### config.mk
export PLATFORM = sky130hd
export DESIGN_NAME = usiPeriphTop
export DESIGN_NICKNAME = d
export VERILOG_FILES = /design/src/usiBusPkg.sv /design/src/usiCsrPkg.sv /design/src/usiIf.sv /design/src/usiPeriphTop.sv /design/src/usiPwmCsr.sv /design/src/usiGpioCsr.sv /design/src/ultraSimpleInterface.sv
export VERILOG_INCLUDE_DIRS = /design/src
export SDC_FILE = /design/constraint.sdc
export NUM_CORES = 1
export LEC_CHECK = 0
export BUFFER_PORTS_ARGS = -buffer_cell sky130_fd_sc_hd__buf_2
export CORE_MARGIN = 3
export CORE_UTILIZATION = 56
export DETAILED_ROUTE_END_ITERATION = 7
export PLACE_DENSITY = 0.78
export SLEW_MARGIN = 5
export SYNTH_ARGS = -nofsm -noshare
export SYNTH_HDL_FRONTEND = slang
export SYNTH_HIERARCHICAL = 1
export SYNTH_SLANG_ARGS = --single-unit
### constraint.sdc
create_clock -name iUsiClk -period 7.8 [get_ports iUsiClk]
set_clock_uncertainty 0.2 [all_clocks]
set_input_delay 1.56 -clock iUsiClk [delete_from_list [all_inputs] [get_ports iUsiClk]]
set_output_delay 1.56 -clock iUsiClk [all_outputs]
set_load 0.01 [all_outputs]
### src/usiBus_macros.svh
`ifndef USI_BUS_MACROS_SVH
`define USI_BUS_MACROS_SVH

// ---------------------------------------------------------------------------
// Bus geometry
// ---------------------------------------------------------------------------
`define USI_DATA_BIT  32        // Bus word
`define USI_ADRS_BIT  16        // Block + CSR offset
`define USI_BLOCK_BIT 8         // Upper address field

`define USI_SLAVE_NUM 2         // Slots on the bus

// Block map, slot index is block - 1
`define USI_GPIO_MAP  8'h01
`define USI_PWM_MAP   8'h02

// Returned for unmapped blocks, easy to spot in a waveform
`define USI_BAD_ADRS_WORD 32'h1234_5678

`endif
### src/usiBusPkg.sv
`default_nettype none

`include "usiBus_macros.svh"

// ---------------------------------------------------------------------------
// Bus side types
// ---------------------------------------------------------------------------
package usiBusPkg;

	typedef logic [`USI_DATA_BIT-1:0] usiData;     // One bus word
	typedef logic [`USI_ADRS_BIT-1:0] usiAdrs;     // Full address

	// Address fields
	typedef logic [`USI_BLOCK_BIT-1:0] usiBlock;
	typedef logic [`USI_ADRS_BIT-`USI_BLOCK_BIT-1:0] usiCsrAdrs;

	// One ready bit per slot
	typedef logic [`USI_SLAVE_NUM-1:0] usiVd;

endpackage

`default_nettype wire

### src/usiCsrPkg.sv
`default_nettype none

// ---------------------------------------------------------------------------
// Peripheral register map
// ---------------------------------------------------------------------------
package usiCsrPkg;

	// GPIO offsets
	localparam usiBusPkg::usiCsrAdrs GPIO_OUT_OFS = 8'h00;
	localparam usiBusPkg::usiCsrAdrs GPIO_IN_OFS  = 8'h04;
	localparam usiBusPkg::usiCsrAdrs GPIO_ID_OFS  = 8'h08;
	localparam usiBusPkg::usiData GPIO_ID_WORD    = 32'h6B10_0001;   // Fixed ID

	// PWM offsets
	localparam usiBusPkg::usiCsrAdrs PWM_PERIOD_OFS = 8'h00;
	localparam usiBusPkg::usiCsrAdrs PWM_DUTY_OFS   = 8'h04;
	localparam usiBusPkg::usiCsrAdrs PWM_EN_OFS     = 8'h08;
	localparam usiBusPkg::usiCsrAdrs PWM_CNT_OFS    = 8'h0C;   // Read only

	typedef logic [15:0] pwmCount;

	typedef enum logic [1:0] {PWM_IDLE, PWM_RUN, PWM_RELOAD} pwmState;

endpackage

`default_nettype wire

### src/usiIf.sv
`timescale 1ns/10ps
`default_nettype none

// ---------------------------------------------------------------------------
// One bus to slave channel
// ---------------------------------------------------------------------------
interface usiIf;
	import usiBusPkg::*;

	usiData wd;     // Write data, registered by the bus
	usiAdrs adrs;   // Block + offset, registered by the bus
	logic wCke;     // One cycle write strobe
	usiData rd;     // Slave word for current offset
	logic vd;       // Slave ready

	modport bus (
		output wd,
		output adrs,
		output wCke,
		input rd,
		input vd
	);

	modport slave (
		input wd,
		input adrs,
		input wCke,
		output rd,
		output vd
	);
endinterface

`default_nettype wire

### src/usiPeriphTop.sv
`timescale 1ns/10ps
`default_nettype none

`include "usiBus_macros.svh"

// ---------------------------------------------------------------------------
// Master port, bus stage, GPIO and PWM slaves
// ---------------------------------------------------------------------------
module usiPeriphTop (
	input wire iUsiClk,
	input wire rst,
	input wire usiBusPkg::usiData usiWd,
	input wire usiBusPkg::usiAdrs usiAdrs,
	input wire usiWCke,
	input wire usiBusPkg::usiData gpioIn,
	output wire usiBusPkg::usiData usiRd,
	output wire usiBusPkg::usiVd usiVd,
	output wire usiBusPkg::usiData gpioOut,
	output wire pwmOut
);

	// One channel per slot
	usiIf usiCh [`USI_SLAVE_NUM] ();

	ultraSimpleInterface uBus (
		.iUsiClk (iUsiClk),
		.rst     (rst),
		.mWd     (usiWd),
		.mAdrs   (usiAdrs),
		.mWCke   (usiWCke),
		.mRd     (usiRd),
		.mVd     (usiVd),
		.slv     (usiCh)
	);

	// Slot = block - 1
	usiGpioCsr #(
		.pBlock (`USI_GPIO_MAP)
	) uGpio (
		.iUsiClk (iUsiClk),
		.rst     (rst),
		.gpioIn  (gpioIn),
		.gpioOut (gpioOut),
		.usi     (usiCh[`USI_GPIO_MAP-1])
	);

	usiPwmCsr #(
		.pBlock (`USI_PWM_MAP)
	) uPwm (
		.iUsiClk (iUsiClk),
		.rst     (rst),
		.pwmOut  (pwmOut),
		.usi     (usiCh[`USI_PWM_MAP-1])
	);

endmodule

`default_nettype wire

### src/usiPwmCsr.sv
`timescale 1ns/10ps
`default_nettype none

`include "usiBus_macros.svh"

module usiPwmCsr #(
	parameter usiBusPkg::usiBlock pBlock = `USI_PWM_MAP
)(
	input wire iUsiClk,
	input wire rst,
	output logic pwmOut,
	usiIf.slave usi
);
	import usiBusPkg::*;
	import usiCsrPkg::*;

	pwmState state;
	pwmCount shPeriod, shDuty;      // Written by the bus
	pwmCount actPeriod, actDuty;    // Used by the counter
	pwmCount cnt;
	logic shEn, actEn;
	logic pending;                  // Shadow newer than active
	logic rReady, slvVd;
	logic wHit, shWr, cntWrap;
	usiBlock blk;
	usiCsrAdrs ofs;

	assign blk = usi.adrs[`USI_ADRS_BIT-1 -: `USI_BLOCK_BIT];
	assign ofs = usi.adrs[`USI_ADRS_BIT-`USI_BLOCK_BIT-1:0];
	assign slvVd = rReady && !pending;    // Busy until reload done
	assign usi.vd = slvVd;
	assign wHit = usi.wCke && (blk == pBlock) && slvVd;
	assign shWr = wHit && ((ofs == PWM_PERIOD_OFS) || (ofs == PWM_DUTY_OFS)
		|| (ofs == PWM_EN_OFS));
	assign cntWrap = (cnt >= actPeriod - 16'd1);    // Last count of period

	// ---------------------------------------------------------------------------
	// Shadow registers and reload request
	// ---------------------------------------------------------------------------
	always_ff @(posedge iUsiClk)
	begin
		if (rst)
		begin
			shPeriod <= '0;
			shDuty <= '0;
			shEn <= 1'b0;
			rReady <= 1'b0;
			pending <= 1'b0;
		end
		else
		begin
			rReady <= 1'b1;
			if (wHit && (ofs == PWM_PERIOD_OFS)) shPeriod <= usi.wd[15:0];
			if (wHit && (ofs == PWM_DUTY_OFS))   shDuty <= usi.wd[15:0];
			if (wHit && (ofs == PWM_EN_OFS))     shEn <= usi.wd[0];
			if (state == PWM_RELOAD)
				pending <= 1'b0;    // Copied this cycle
			else if (shWr)
				pending <= 1'b1;
		end
	end

	// ---------------------------------------------------------------------------
	// Counter FSM
	// ---------------------------------------------------------------------------
	always_ff @(posedge iUsiClk)
	begin
		if (rst)
		begin
			state <= PWM_IDLE;
			cnt <= '0;
			actPeriod <= '0;
			actDuty <= '0;
			actEn <= 1'b0;
			pwmOut <= 1'b0;
		end
		else
		begin
			pwmOut <= (state == PWM_RUN) && actEn && (cnt < actDuty);
			case (state)
				PWM_IDLE:
				begin
					cnt <= '0;
					if (pending) state <= PWM_RELOAD;   // Load at once when stopped
				end
				PWM_RUN:
				begin
					if (cntWrap)
					begin
						cnt <= '0;
						if (pending) state <= PWM_RELOAD;   // Only at period end
					end
					else
						cnt <= cnt + 16'd1;
				end
				PWM_RELOAD:
				begin
					actPeriod <= shPeriod;
					actDuty <= shDuty;
					actEn <= shEn;
					cnt <= '0;
					state <= shEn ? PWM_RUN : PWM_IDLE;
				end
				default: state <= PWM_IDLE;
			endcase
		end
	end

	// Read word, active values and live count
	always_ff @(posedge iUsiClk)
	begin
		case (ofs)
			PWM_PERIOD_OFS: usi.rd <= usiData'(actPeriod);
			PWM_DUTY_OFS:   usi.rd <= usiData'(actDuty);
			PWM_EN_OFS:     usi.rd <= usiData'(actEn);
			PWM_CNT_OFS:    usi.rd <= usiData'(cnt);
			default:        usi.rd <= '0;
		endcase
	end

	// Pin low in every cycle the block is disabled, reload cycle included
	aOffLow : assert property (@(posedge iUsiClk) disable iff (rst) !actEn |-> !pwmOut)
		else $error("pwmOut high while PWM disabled");

endmodule

`default_nettype wire

### src/usiGpioCsr.sv
`timescale 1ns/10ps
`default_nettype none

`include "usiBus_macros.svh"

module usiGpioCsr #(
	parameter usiBusPkg::usiBlock pBlock = `USI_GPIO_MAP
)(
	input wire iUsiClk,
	input wire rst,
	input wire usiBusPkg::usiData gpioIn,
	output usiBusPkg::usiData gpioOut,
	usiIf.slave usi
);
	import usiBusPkg::*;
	import usiCsrPkg::*;

	usiBlock blk;
	usiCsrAdrs ofs;
	logic rReady;
	logic wHit;
	usiData inMeta;     // First sync stage
	usiData inSync;     // Safe to read

	assign blk = usi.adrs[`USI_ADRS_BIT-1 -: `USI_BLOCK_BIT];
	assign ofs = usi.adrs[`USI_ADRS_BIT-`USI_BLOCK_BIT-1:0];
	assign usi.vd = rReady;     // Never busy
	assign wHit = usi.wCke && (blk == pBlock) && rReady;

	// Ready one cycle out of reset
	always_ff @(posedge iUsiClk)
	begin
		if (rst)
			rReady <= 1'b0;
		else
			rReady <= 1'b1;
	end

	// ---------------------------------------------------------------------------
	// Output register and input sync
	// ---------------------------------------------------------------------------
	always_ff @(posedge iUsiClk)
	begin
		if (rst)
			gpioOut <= '0;
		else if (wHit && (ofs == GPIO_OUT_OFS))
			gpioOut <= usi.wd;
	end

	// Pins are asynchronous to the bus clock
	always_ff @(posedge iUsiClk)
	begin
		inMeta <= gpioIn;
		inSync <= inMeta;
	end

	// Read word from registered offset
	always_ff @(posedge iUsiClk)
	begin
		case (ofs)
			GPIO_OUT_OFS: usi.rd <= gpioOut;
			GPIO_IN_OFS:  usi.rd <= inSync;
			GPIO_ID_OFS:  usi.rd <= GPIO_ID_WORD;
			default:      usi.rd <= '0;     // Hole in the map
		endcase
	end

endmodule

`default_nettype wire

### src/ultraSimpleInterface.sv
`timescale 1ns/10ps
`default_nettype none

`include "usiBus_macros.svh"

module ultraSimpleInterface (
	input wire iUsiClk,
	input wire rst,
	input wire usiBusPkg::usiData mWd,
	input wire usiBusPkg::usiAdrs mAdrs,
	input wire mWCke,
	output wire usiBusPkg::usiData mRd,
	output wire usiBusPkg::usiVd mVd,
	usiIf.bus slv [`USI_SLAVE_NUM]
);
	import usiBusPkg::*;

	usiData rMWd;
	usiAdrs rMAdrs;
	logic rMWCke;
	usiData rRd;
	usiVd rVd;
	usiData slvRd [`USI_SLAVE_NUM];   // Gathered slave words
	usiVd slvVd;
	usiData selRd;
	logic addrVd;                       // Ready of addressed slot
	usiBlock mBlock;

	assign mBlock = mAdrs[`USI_ADRS_BIT-1 -: `USI_BLOCK_BIT];   // Live master block
	assign mRd = rRd;
	assign mVd = rVd;

	// ---------------------------------------------------------------------------
	// Broadcast to every slot
	// ---------------------------------------------------------------------------
	for (genvar g = 0; g < `USI_SLAVE_NUM; g++)
	begin : gSlot
		assign slv[g].wd = rMWd;
		assign slv[g].adrs = rMAdrs;
		assign slv[g].wCke = rMWCke;
		assign slvRd[g] = slv[g].rd;
		assign slvVd[g] = slv[g].vd;
	end

	always_ff @(posedge iUsiClk)
		rMWd <= mWd;    // Write data to every slot

	always_ff @(posedge iUsiClk)
	begin
		if (rst)
		begin
			rMAdrs <= '0;
			rMWCke <= 1'b0;
			rVd <= '0;
			rRd <= '0;
		end
		else
		begin
			rMAdrs <= mAdrs;
			rMWCke <= mWCke;
			rVd <= slvVd;     // Ready back to master
			rRd <= selRd;
		end
	end

	// ---------------------------------------------------------------------------
	// Read select by live block field, slot = block - 1
	// ---------------------------------------------------------------------------
	always_comb
	begin
		selRd = `USI_BAD_ADRS_WORD;     // Unmapped
		addrVd = 1'b1;                  // Nothing to protect when unmapped
		for (int i = 0; i < `USI_SLAVE_NUM; i++)
		begin
			if (mBlock == usiBlock'(i + 1))
			begin
				selRd = slvRd[i];
				addrVd = rVd[i];
			end
		end
	end

	// Master may strobe only into a slot that reports ready at the top
	aStrobeReady : assert property (@(posedge iUsiClk) disable iff (rst) mWCke |-> addrVd)
		else $error("write strobe to block %0d while its slot is not ready", mBlock);

endmodule

`default_nettype wire

After elaboration in Yosys (flattened, before gate mapping)

Index checks and enable logic that the tools add are counted.

Register bits: 314
Bits of input ports: 83
Output and inout port bits: 67
Logic and storage cells: 66

Add/subtract/negate cells: 2
Magnitude comparators: 2
Eq/ne operators: 10
Muxes and demuxes: 11
Reductions and logical operators: 20

Operator list:

| cell                                                  | number |
|---|---|
| case mux 32 bit (3 select lines)                      | 1 |
| 2-to-1 mux 32 bit                                     | 2 |
| case mux 16 bit (4 select lines)                      | 1 |
| case mux 16 bit (2 select lines)                      | 1 |
| adder 16 x 1 -> 16 bit, second input constant         | 1 |
| == test 8 x 1 -> 1 bit, second input constant         | 2 |
| == test 8 x 2 -> 1 bit, second input constant         | 2 |
| == test 8 x 4 -> 1 bit, second input constant         | 2 |
| >= comparator 16 bit                                  | 1 |
| < comparator 16 bit                                   | 1 |
| 2-to-1 mux 16 bit                                     | 1 |
| subtractor 16 x 1 -> 16 bit, second input constant    | 1 |
| logical AND 1 bit                                     | 12 |
| == test 8 x 3 -> 1 bit, second input constant         | 1 |
| zero test 8 bit                                       | 1 |
| case mux 2 bit (3 select lines)                       | 1 |
| 2-to-1 mux 2 bit                                      | 2 |
| OR reduction 2 bit                                    | 2 |
| == test 2 x 1 -> 1 bit, second input constant         | 1 |
| == test 2 bit, second input constant                  | 1 |
| zero test 2 bit                                       | 1 |
| logical OR 1 bit                                      | 2 |
| 2-to-1 mux 1 bit                                      | 2 |
| inequality test 2 x 1 -> 1 bit, second input constant | 1 |
| 2 further kinds                                       | 2 |

Depth between registers and ports, before layout

Gate-level depths: netlist of the first run.

Word-level depth: 4
Depth in mapped cells: 14
Mapped depth without buffers: 13

Cells and area by module

The synthesis of the first run kept the hierarchy.

By module, submodules not included:

| module               | times used | cells each | area each (um^2) | seq. area each (um^2) |
|---|---|---|---|---|
| usiPwmCsr            | 1          | 646        | 5099.9           | 2062.0 |
| usiGpioCsr           | 1          | 342        | 3787.4           | 2582.5 |
| ultraSimpleInterface | 1          | 231        | 2725.1           | 1661.6 |

Least setup slack after synthesis of the first run

No wires, ideal clock.

Path kind: register to register
Start point: register uPwm.actPeriod[6]
End point: register uPwm.cnt[11]
Library setup time: 0.074 ns
Data arrival time: 3.336 ns
Required time: 7.526 ns
Path slack: 4.190 ns
Stages on the path, launching flop included: 14
Path buffers: 2
Period minus slack after synthesis: 3.610 ns
Cells stage by stage: dfxtp_1 > clkbuf_1 > or4_1 > or3_1 > nor3_1 > xnor2_1 > ha_1 > a21oi_1 > o21ai_0 > or4_1 > nor3_2 > buf_4 > o21ai_0 > a31oi_1

Cells in the longest elaborated chain, start to end: 4

Ends and longest elaborated chain:

| what                             | line            | source |
|---|---|---|
| start: declaration               | usiPwmCsr.sv:19 | `pwmCount actPeriod, actDuty;` |
| start signal: assignment         | usiPwmCsr.sv:98 | `actPeriod <= shPeriod;` |
| subtractor 16 x 1 -> 16 bit      | usiPwmCsr.sv:35 | `assign cntWrap = (cnt >= actPeriod - 16'd1);` |
| >= comparator 16 bit             | usiPwmCsr.sv:35 |  |
| 2-to-1 mux 16 bit                | usiPwmCsr.sv:88 | `if (cntWrap)` |
| case mux 16 bit (2 select lines) | usiPwmCsr.sv:80 | `case (state)` |
| end signal: assignment           | usiPwmCsr.sv:94 | `cnt <= cnt + 16'd1;` |
| end: declaration                 | usiPwmCsr.sv:20 | `pwmCount cnt;` |

No other way between the ends.
A chain may end at the register's enable or synchronous reset.

Worst setup path in the final report of the first run

Start point: register uPwm.actPeriod[2]
End point: register uPwm.cnt[14]

Same word-level chain as after synthesis.

==> flow_summary_export.csv, run 1 <==
group,metric,value,unit
cts,h-tree-depth,1,
setup_path,endpoint_kind,"flip-flop",
place,port_buffers,149,
timing,layout_setup_ws,3980,ps
cells_and_area,fill_cells,1571,
cts,clockRootBuffer,"clkbuf_16",
setup_path,crit_chain,"nor4_1 -> nand2_1 -> or3_1 -> nor4_1 -> xnor2_1 -> ha_1 -> nand4_1 -> or3_1 -> nor4_1 -> nor3_2 -> buf_4 -> a21o_1 -> a22o_1",
global_routing,antenna_found_initial,0,
setup_path,timing.rr.start,"uPwm/actPeriod[2]",
timing,drv_slew,0,
cts,postCtsSetupBuffers,0,
drt,drc_errors,0,
power_and_ir_drop,power_density,251,mW/mm²
drt,avgRoutedWirePerCell,17.9,µm
setup_path,crit_path_start_kind,"flip-flop",
place,place_ws,4010,ps
timing,setup_tns,0,ps
global_routing,grt_usage,24.5,%
yosys,ys_warn_count,6,
min_path,hp-start,"uGpio/inMeta[29]",
place,dp_cells,1522,
setup_path,cpPeakStageDelay,380,ps
power_and_ir_drop,power,0.00326,W
setup_path,cp_max_fo,26,
global_routing,grt_pass1_vias,8077,
cts,clk_pin_slew_worst_paths,60,ps
cts,cts_made_buffers,30,
global_routing,grt_start_max_net_pins,88,
drt,vias,8669,
setup_path,critPathTopFamily,"simple AND/OR/NAND/NOR gates",
timing,max-slew-margin-rel,21.8,%
cells_and_area,layout.cells.non_filler,1576,
setup_path,critPathKind,"flip-flop to flip-flop",
floorplanning,die_h,149,µm
floorplanning,num_io_pins,150,
cells_and_area,drive_gt1_share,18.2,%
yosys,avgSynthCellArea,9.55,µm²
yosys,syn_inst,1203,
place,dp_hpwl,18800,µm
yosys,syn_area,0.0115,mm²
cts,clock_path_buffers,3,
cts,clock_latency,550,ps
floorplanning,core_area,0.0198,mm²
timing,hold_viol_final,0,
run_status,status,"finished, final reports clean",
cts,cts.sinks,315,
cells_and_area,n_antenna_cell,0,
floorplanning,die_area,0.0223,mm²
drt,wl_met2,12300,µm
timing,period_minus_slack,3820,ps
place,gp_congestion,0.875,
drt,drtIter0Drc,819,
cells_and_area,fin_nets,1405,
drt,wl_met3,2300,µm
floorplanning,die_x,149,µm
drt,dr.pass1.iters,5,
cts,ctsHoldBuffers,0,
drt,antenna_left,0,
timing,worst_slew_pin_slew,1170,ps
drt,detail_route.vias_per_cell,5.50,
global_routing,grt_overflow_total,0,
min_path,hp-class,"flip-flop to flip-flop",
floorplanning,start_util,58.1,%
setup_path,worstPathArrival,4060,ps
timing,setup_viol,0,
floorplanning,rows,51,
drt,top_layer_used,"met4",
timing,fmax,0.262,GHz
timing,rsz0062_at_grt,"no",
global_routing,grt_first_pass_wirelength,43700,µm
power_and_ir_drop,p_leak,5.17,nW
setup_path,path_buf_inv,1,
setup_path,worstPathRequired,8040,ps
timing,fin_crit_sh,48.9,%
setup_path,crit_slowest_cell,"nor4_1",
cts,post_cts_resized,0,
setup_path,setup.worst_path.start,"uPwm/actPeriod[2]",
run,cap_violations,0,
cts,cts_tree,"done",
drt,postRouteWirelength,28200,µm
power_and_ir_drop,peakVddDrop,0.245,mV
drt,wl_met1,12900,µm
cells_and_area,syn2layout_area_growth,13.2,%
setup_path,cpMostUsedCell,"nor4_1",
## layer usage
layer | GRT usage (%) | vias to the layer above
met2 | 36.0 | 363
met3 | 4.80 | 48
met1 | 36.4 | 4045
met5 | 0 | -
li1 | - | 4213
met4 | 7.55 | 0
## report_power, final
part | switching (W) | total [W] | internal (W)
combinational | 0.0000665 | 0.000105 | 0.0000384
clock | 0.000604 | 0.00149 | 0.000886
sequential | 0.0000197 | 0.00167 | 0.00165
## registers in the layout, indices dropped and copies added, names as in the netlist, 2 cells and up
signal          count
uBus/mRd           32
uBus/slv.wd        32
uGpio/gpioOut      32
uGpio/inMeta       32
uGpio/inSync       32
uGpio/usi.rd       32
uBus/slv.adrs      16
uPwm/actDuty       16
uPwm/actPeriod     16
uPwm/cnt           16
uPwm/shDuty        16
uPwm/shPeriod      16
uPwm/usi.rd        16
uBus/mVd            2
uPwm/state          2
## area by class of cell
class	instances	area, µm²	share of cell area (%)
clock inverter	11	163	1.25
tap	265	332	2.55
timing repair buffer	159	823	6.33
inverter	23	86.3	0.664
clock buffer	43	880	6.76
sequential	315	6310	48.5
multi-input combinational	760	4420	34.0
## cell usage in the layout (no fill, tap or decap), types with 6 or more instances in the layout
cell type,n
o22ai_2,10
nand3_1,39
o21ai_0,57
nand2_1,170
conb_1,16
ha_1,33
nor3_1,7
nand4_1,7
a31oi_1,7
clkbuf_16,30
inv_1,22
buf_2,148
xnor2_1,12
mux2i_1,27
nor2_1,100
nor2b_1,23
a21oi_1,138
nor4_1,6
dfxtp_1,314
buf_4,11
clkbuf_8,8
a22oi_1,34
## metrics by stage
stage	hold slack (ps)	utilization, %	instance area (µm²)
2_1_floorplan	110	-	11500
4_1_cts	121	65.8	13000
3_3_place_gp	110	60.5	12000
5_1_grt	126	65.8	13000
6_report	124	65.8	13000
3_5_place_dp	112	60.5	12000
## final timing paths
| check | slack, ps | depth (start not counted) | end |
|---|---|---|---|
| hold reg to reg | 120 | 0 | uGpio/inSync[29] |
| setup reg to reg | 3980 | 13 | uPwm/cnt[14] |
| setup / recovery | 3980 | 13 | uPwm/cnt[14] |
| hold / removal | 120 | 0 | uGpio/inSync[29] |
No activity file was read; power rests on OpenSTA's default activity.
==> inputs of run 2 (changes only) <==
- clock period: 7.8 -> 4 ns (I/O delays scaled with it)
==> run 2 against run 1 <==
  * Highest routed layer unchanged
  * Worst setup slack worse by 3700 ps
  * Design area is 0.95% higher
  * Critical path type unchanged
  * Largest cell class unchanged
  * Maximum frequency is 2.7% higher
==> flow_summary_export.csv, run 2 (synthesized netlist as in run 1, its figures left out) <==
group,metric,value,unit
power_and_ir_drop,comb_power_share,3.3,%
setup_path,critPathKind,"flip-flop to flip-flop",
floorplanning,rows,51,
power_and_ir_drop,clock_power_share,44.7,%
drt,wl_met1,13100,µm
setup_path,timing.rr.start,"uPwm/actPeriod[6]",
global_routing,grt_pass1_vias,8208,
min_path,hold_depth,0,
drt,top_layer_used,"met4",
cells_and_area,drive_gt1_share,19.4,%
timing,rsz0062_at_grt,"no",
floorplanning,num_io_pins,150,
min_path,hp-class,"flip-flop to flip-flop",
cells_and_area,layout_commonest_cell,"dfxtp_1",
timing,fin_crit_sh,92.9,%
drt,vias,8771,
setup_path,worstPathRequired,4240,ps
timing,worst_slew_pin_slew,1200,ps
timing,period_minus_slack,3710,ps
timing,max-slew-margin-rel,19.6,%
drt,drc_errors,0,
drt,avgRoutedWirePerCell,17.9,µm
floorplanning,die_h,149,µm
timing,layout_setup_ws,286,ps
power_and_ir_drop,p_leak,5.24,nW
global_routing,grt_start_max_net_pins,89,
drt,postRouteWirelength,28500,µm
setup_path,reg2regPathDepth,12,
power_and_ir_drop,power,0.00625,W
drt,drtIter0Drc,724,
drt,detail_route.vias_per_cell,5.50,
run_status,status,"finished, final reports clean",
timing,drv_slew,0,
setup_path,worstPathArrival,3950,ps
cts,ctsHoldBuffers,0,
place,gp_congestion,0.901,
cts,cts_tree,"done",
setup_path,worst_r2r_endpoint,"uPwm/cnt[14]",
floorplanning,die_area,0.0223,mm²
cts,cts_made_buffers,30,
cells_and_area,fin_nets,1424,
setup_path,regToRegSetupSlack,290,ps
power_and_ir_drop,power_density,476,mW/mm²
min_path,hp-start,"uGpio/inMeta[8]",
min_path,holdPathEnd,"uGpio/inSync[8]",
cts,clockRootBuffer,"clkbuf_16",
place,port_buffers,149,
timing,fmax,0.269,GHz
drt,dr.pass1.iters,5,
cells_and_area,n_antenna_cell,0,
place,place_ws,-107,ps
floorplanning,die_x,149,µm
setup_path,cp_max_fo,11,
power_and_ir_drop,seq_power_share,52.0,%
timing,setup_viol,0,
timing,hold_viol_final,0,
global_routing,grt_usage,24.6,%
drt,antenna_left,0,
cts,clock_latency,570,ps
power_and_ir_drop,peakVddDrop,0.359,mV
cts,cts.sinks,315,
global_routing,antenna_found_initial,0,
cells_and_area,syn2layout_area_growth,14.3,%
floorplanning,core_area,0.0198,mm²
cts,h-tree-depth,1,
power_and_ir_drop,power.internal,0.00490,W
cts,clock_path_buffers,3,
power_and_ir_drop,power.switching_fraction,21.7,%
place,dp_hpwl,19300,µm
global_routing,grt_overflow_total,0,
drt,wl_met3,2110,µm
setup_path,crit_path_start_kind,"flip-flop",
cells_and_area,layout_common_cells,"dfxtp_1 (314), nand2_1 (170), buf_2 (148)",
drt,wl_met2,12300,µm
cts,clk_pin_slew_worst_paths,60,ps
setup_path,endpoint_kind,"flip-flop",
floorplanning,start_util,58.1,%
global_routing,grt_first_pass_wirelength,43800,µm
power_and_ir_drop,switching_power,0.00135,W
run,cap_violations,0,
[run 2: layer usage]
metal  vias up  GRT usage [%]
met5         -              0
met4         0           8.28
met3        65           3.56
met2       355           36.4
met1      4105           37.0
li1       4246              -
[run 2: final cells by class]
class	count	area [µm²]
Timing Repair Buffer	178	978
Tap cell	265	332
Fill cell	1558	6650
Inverter	23	86.3
Clock buffer	41	842
Multi-Input combinational cell	760	4440
Sequential cell	315	6310
Clock inverter	13	150
[run 2: worst max path at each step]
| stage | startpoint | end | slack [ps] |
|---|---|---|---|
| 5_1_grt | uPwm/actPeriod[6] | uPwm/cnt[14] | 80 |
| 3_3_place_gp | uPwm/actPeriod[6] | uPwm/cnt[5] | 8 |
| 2_1_floorplan | uPwm/actPeriod[6] | uPwm/cnt[11] | 390 |
| 4_1_cts | uPwm/actPeriod[6] | uPwm/cnt[5] | 100 |
| 6_report | uPwm/actPeriod[6] | uPwm/cnt[14] | 290 |
| 3_5_place_dp | uPwm/actPeriod[6] | uPwm/cnt[5] | -110 |
[run 2: metrics by stage]
stage | area (µm²) | setup TNS (ps) | instances | util, % | hold slack [ps]
6_report | 13100 | 0 | 1595 | 66.4 | 126
2_1_floorplan | 11500 | 0 | 1218 | - | 110
5_1_grt | 13100 | 0 | 1595 | 66.4 | 114
3_3_place_gp | 12100 | 0 | 1538 | 61.1 | 110
3_5_place_dp | 12100 | -339 | 1538 | 61.1 | 112
4_1_cts | 13100 | 0 | 1592 | 66.1 | 109
[run 2: power by group through the flow]
stage	clock network [W]	registers (W)	logic, W
after global placement	0	0.00332	0.000198
after global routing	0.00296	0.00326	0.000222
after CTS	0.00283	0.00325	0.000202
final	0.00280	0.00325	0.000205
after detailed placement	0	0.00332	0.000200
after floorplan	0	0.00331	0.000153
[run 2: what timing repair did]
item / in CTS / in global routing
cloned: 0 / 0
pin swaps: 0 / 1
endpoints found under the setup margin: 5 / 18
gates resized for setup: 1 / 2
setup buffers: 0 / 3
[run 2: critical path, cell delays in order, from the launching register on]
cell and delay, ps:
dfxtp_1 310, or4_1 540, or3_1 350, nor4_1 240, xnor2_1 130, ha_1 330
nand4_1 160, or3_1 420, nor4_2 320, nor3_4 110, buf_12 160, buf_4 140
a22o_1 190
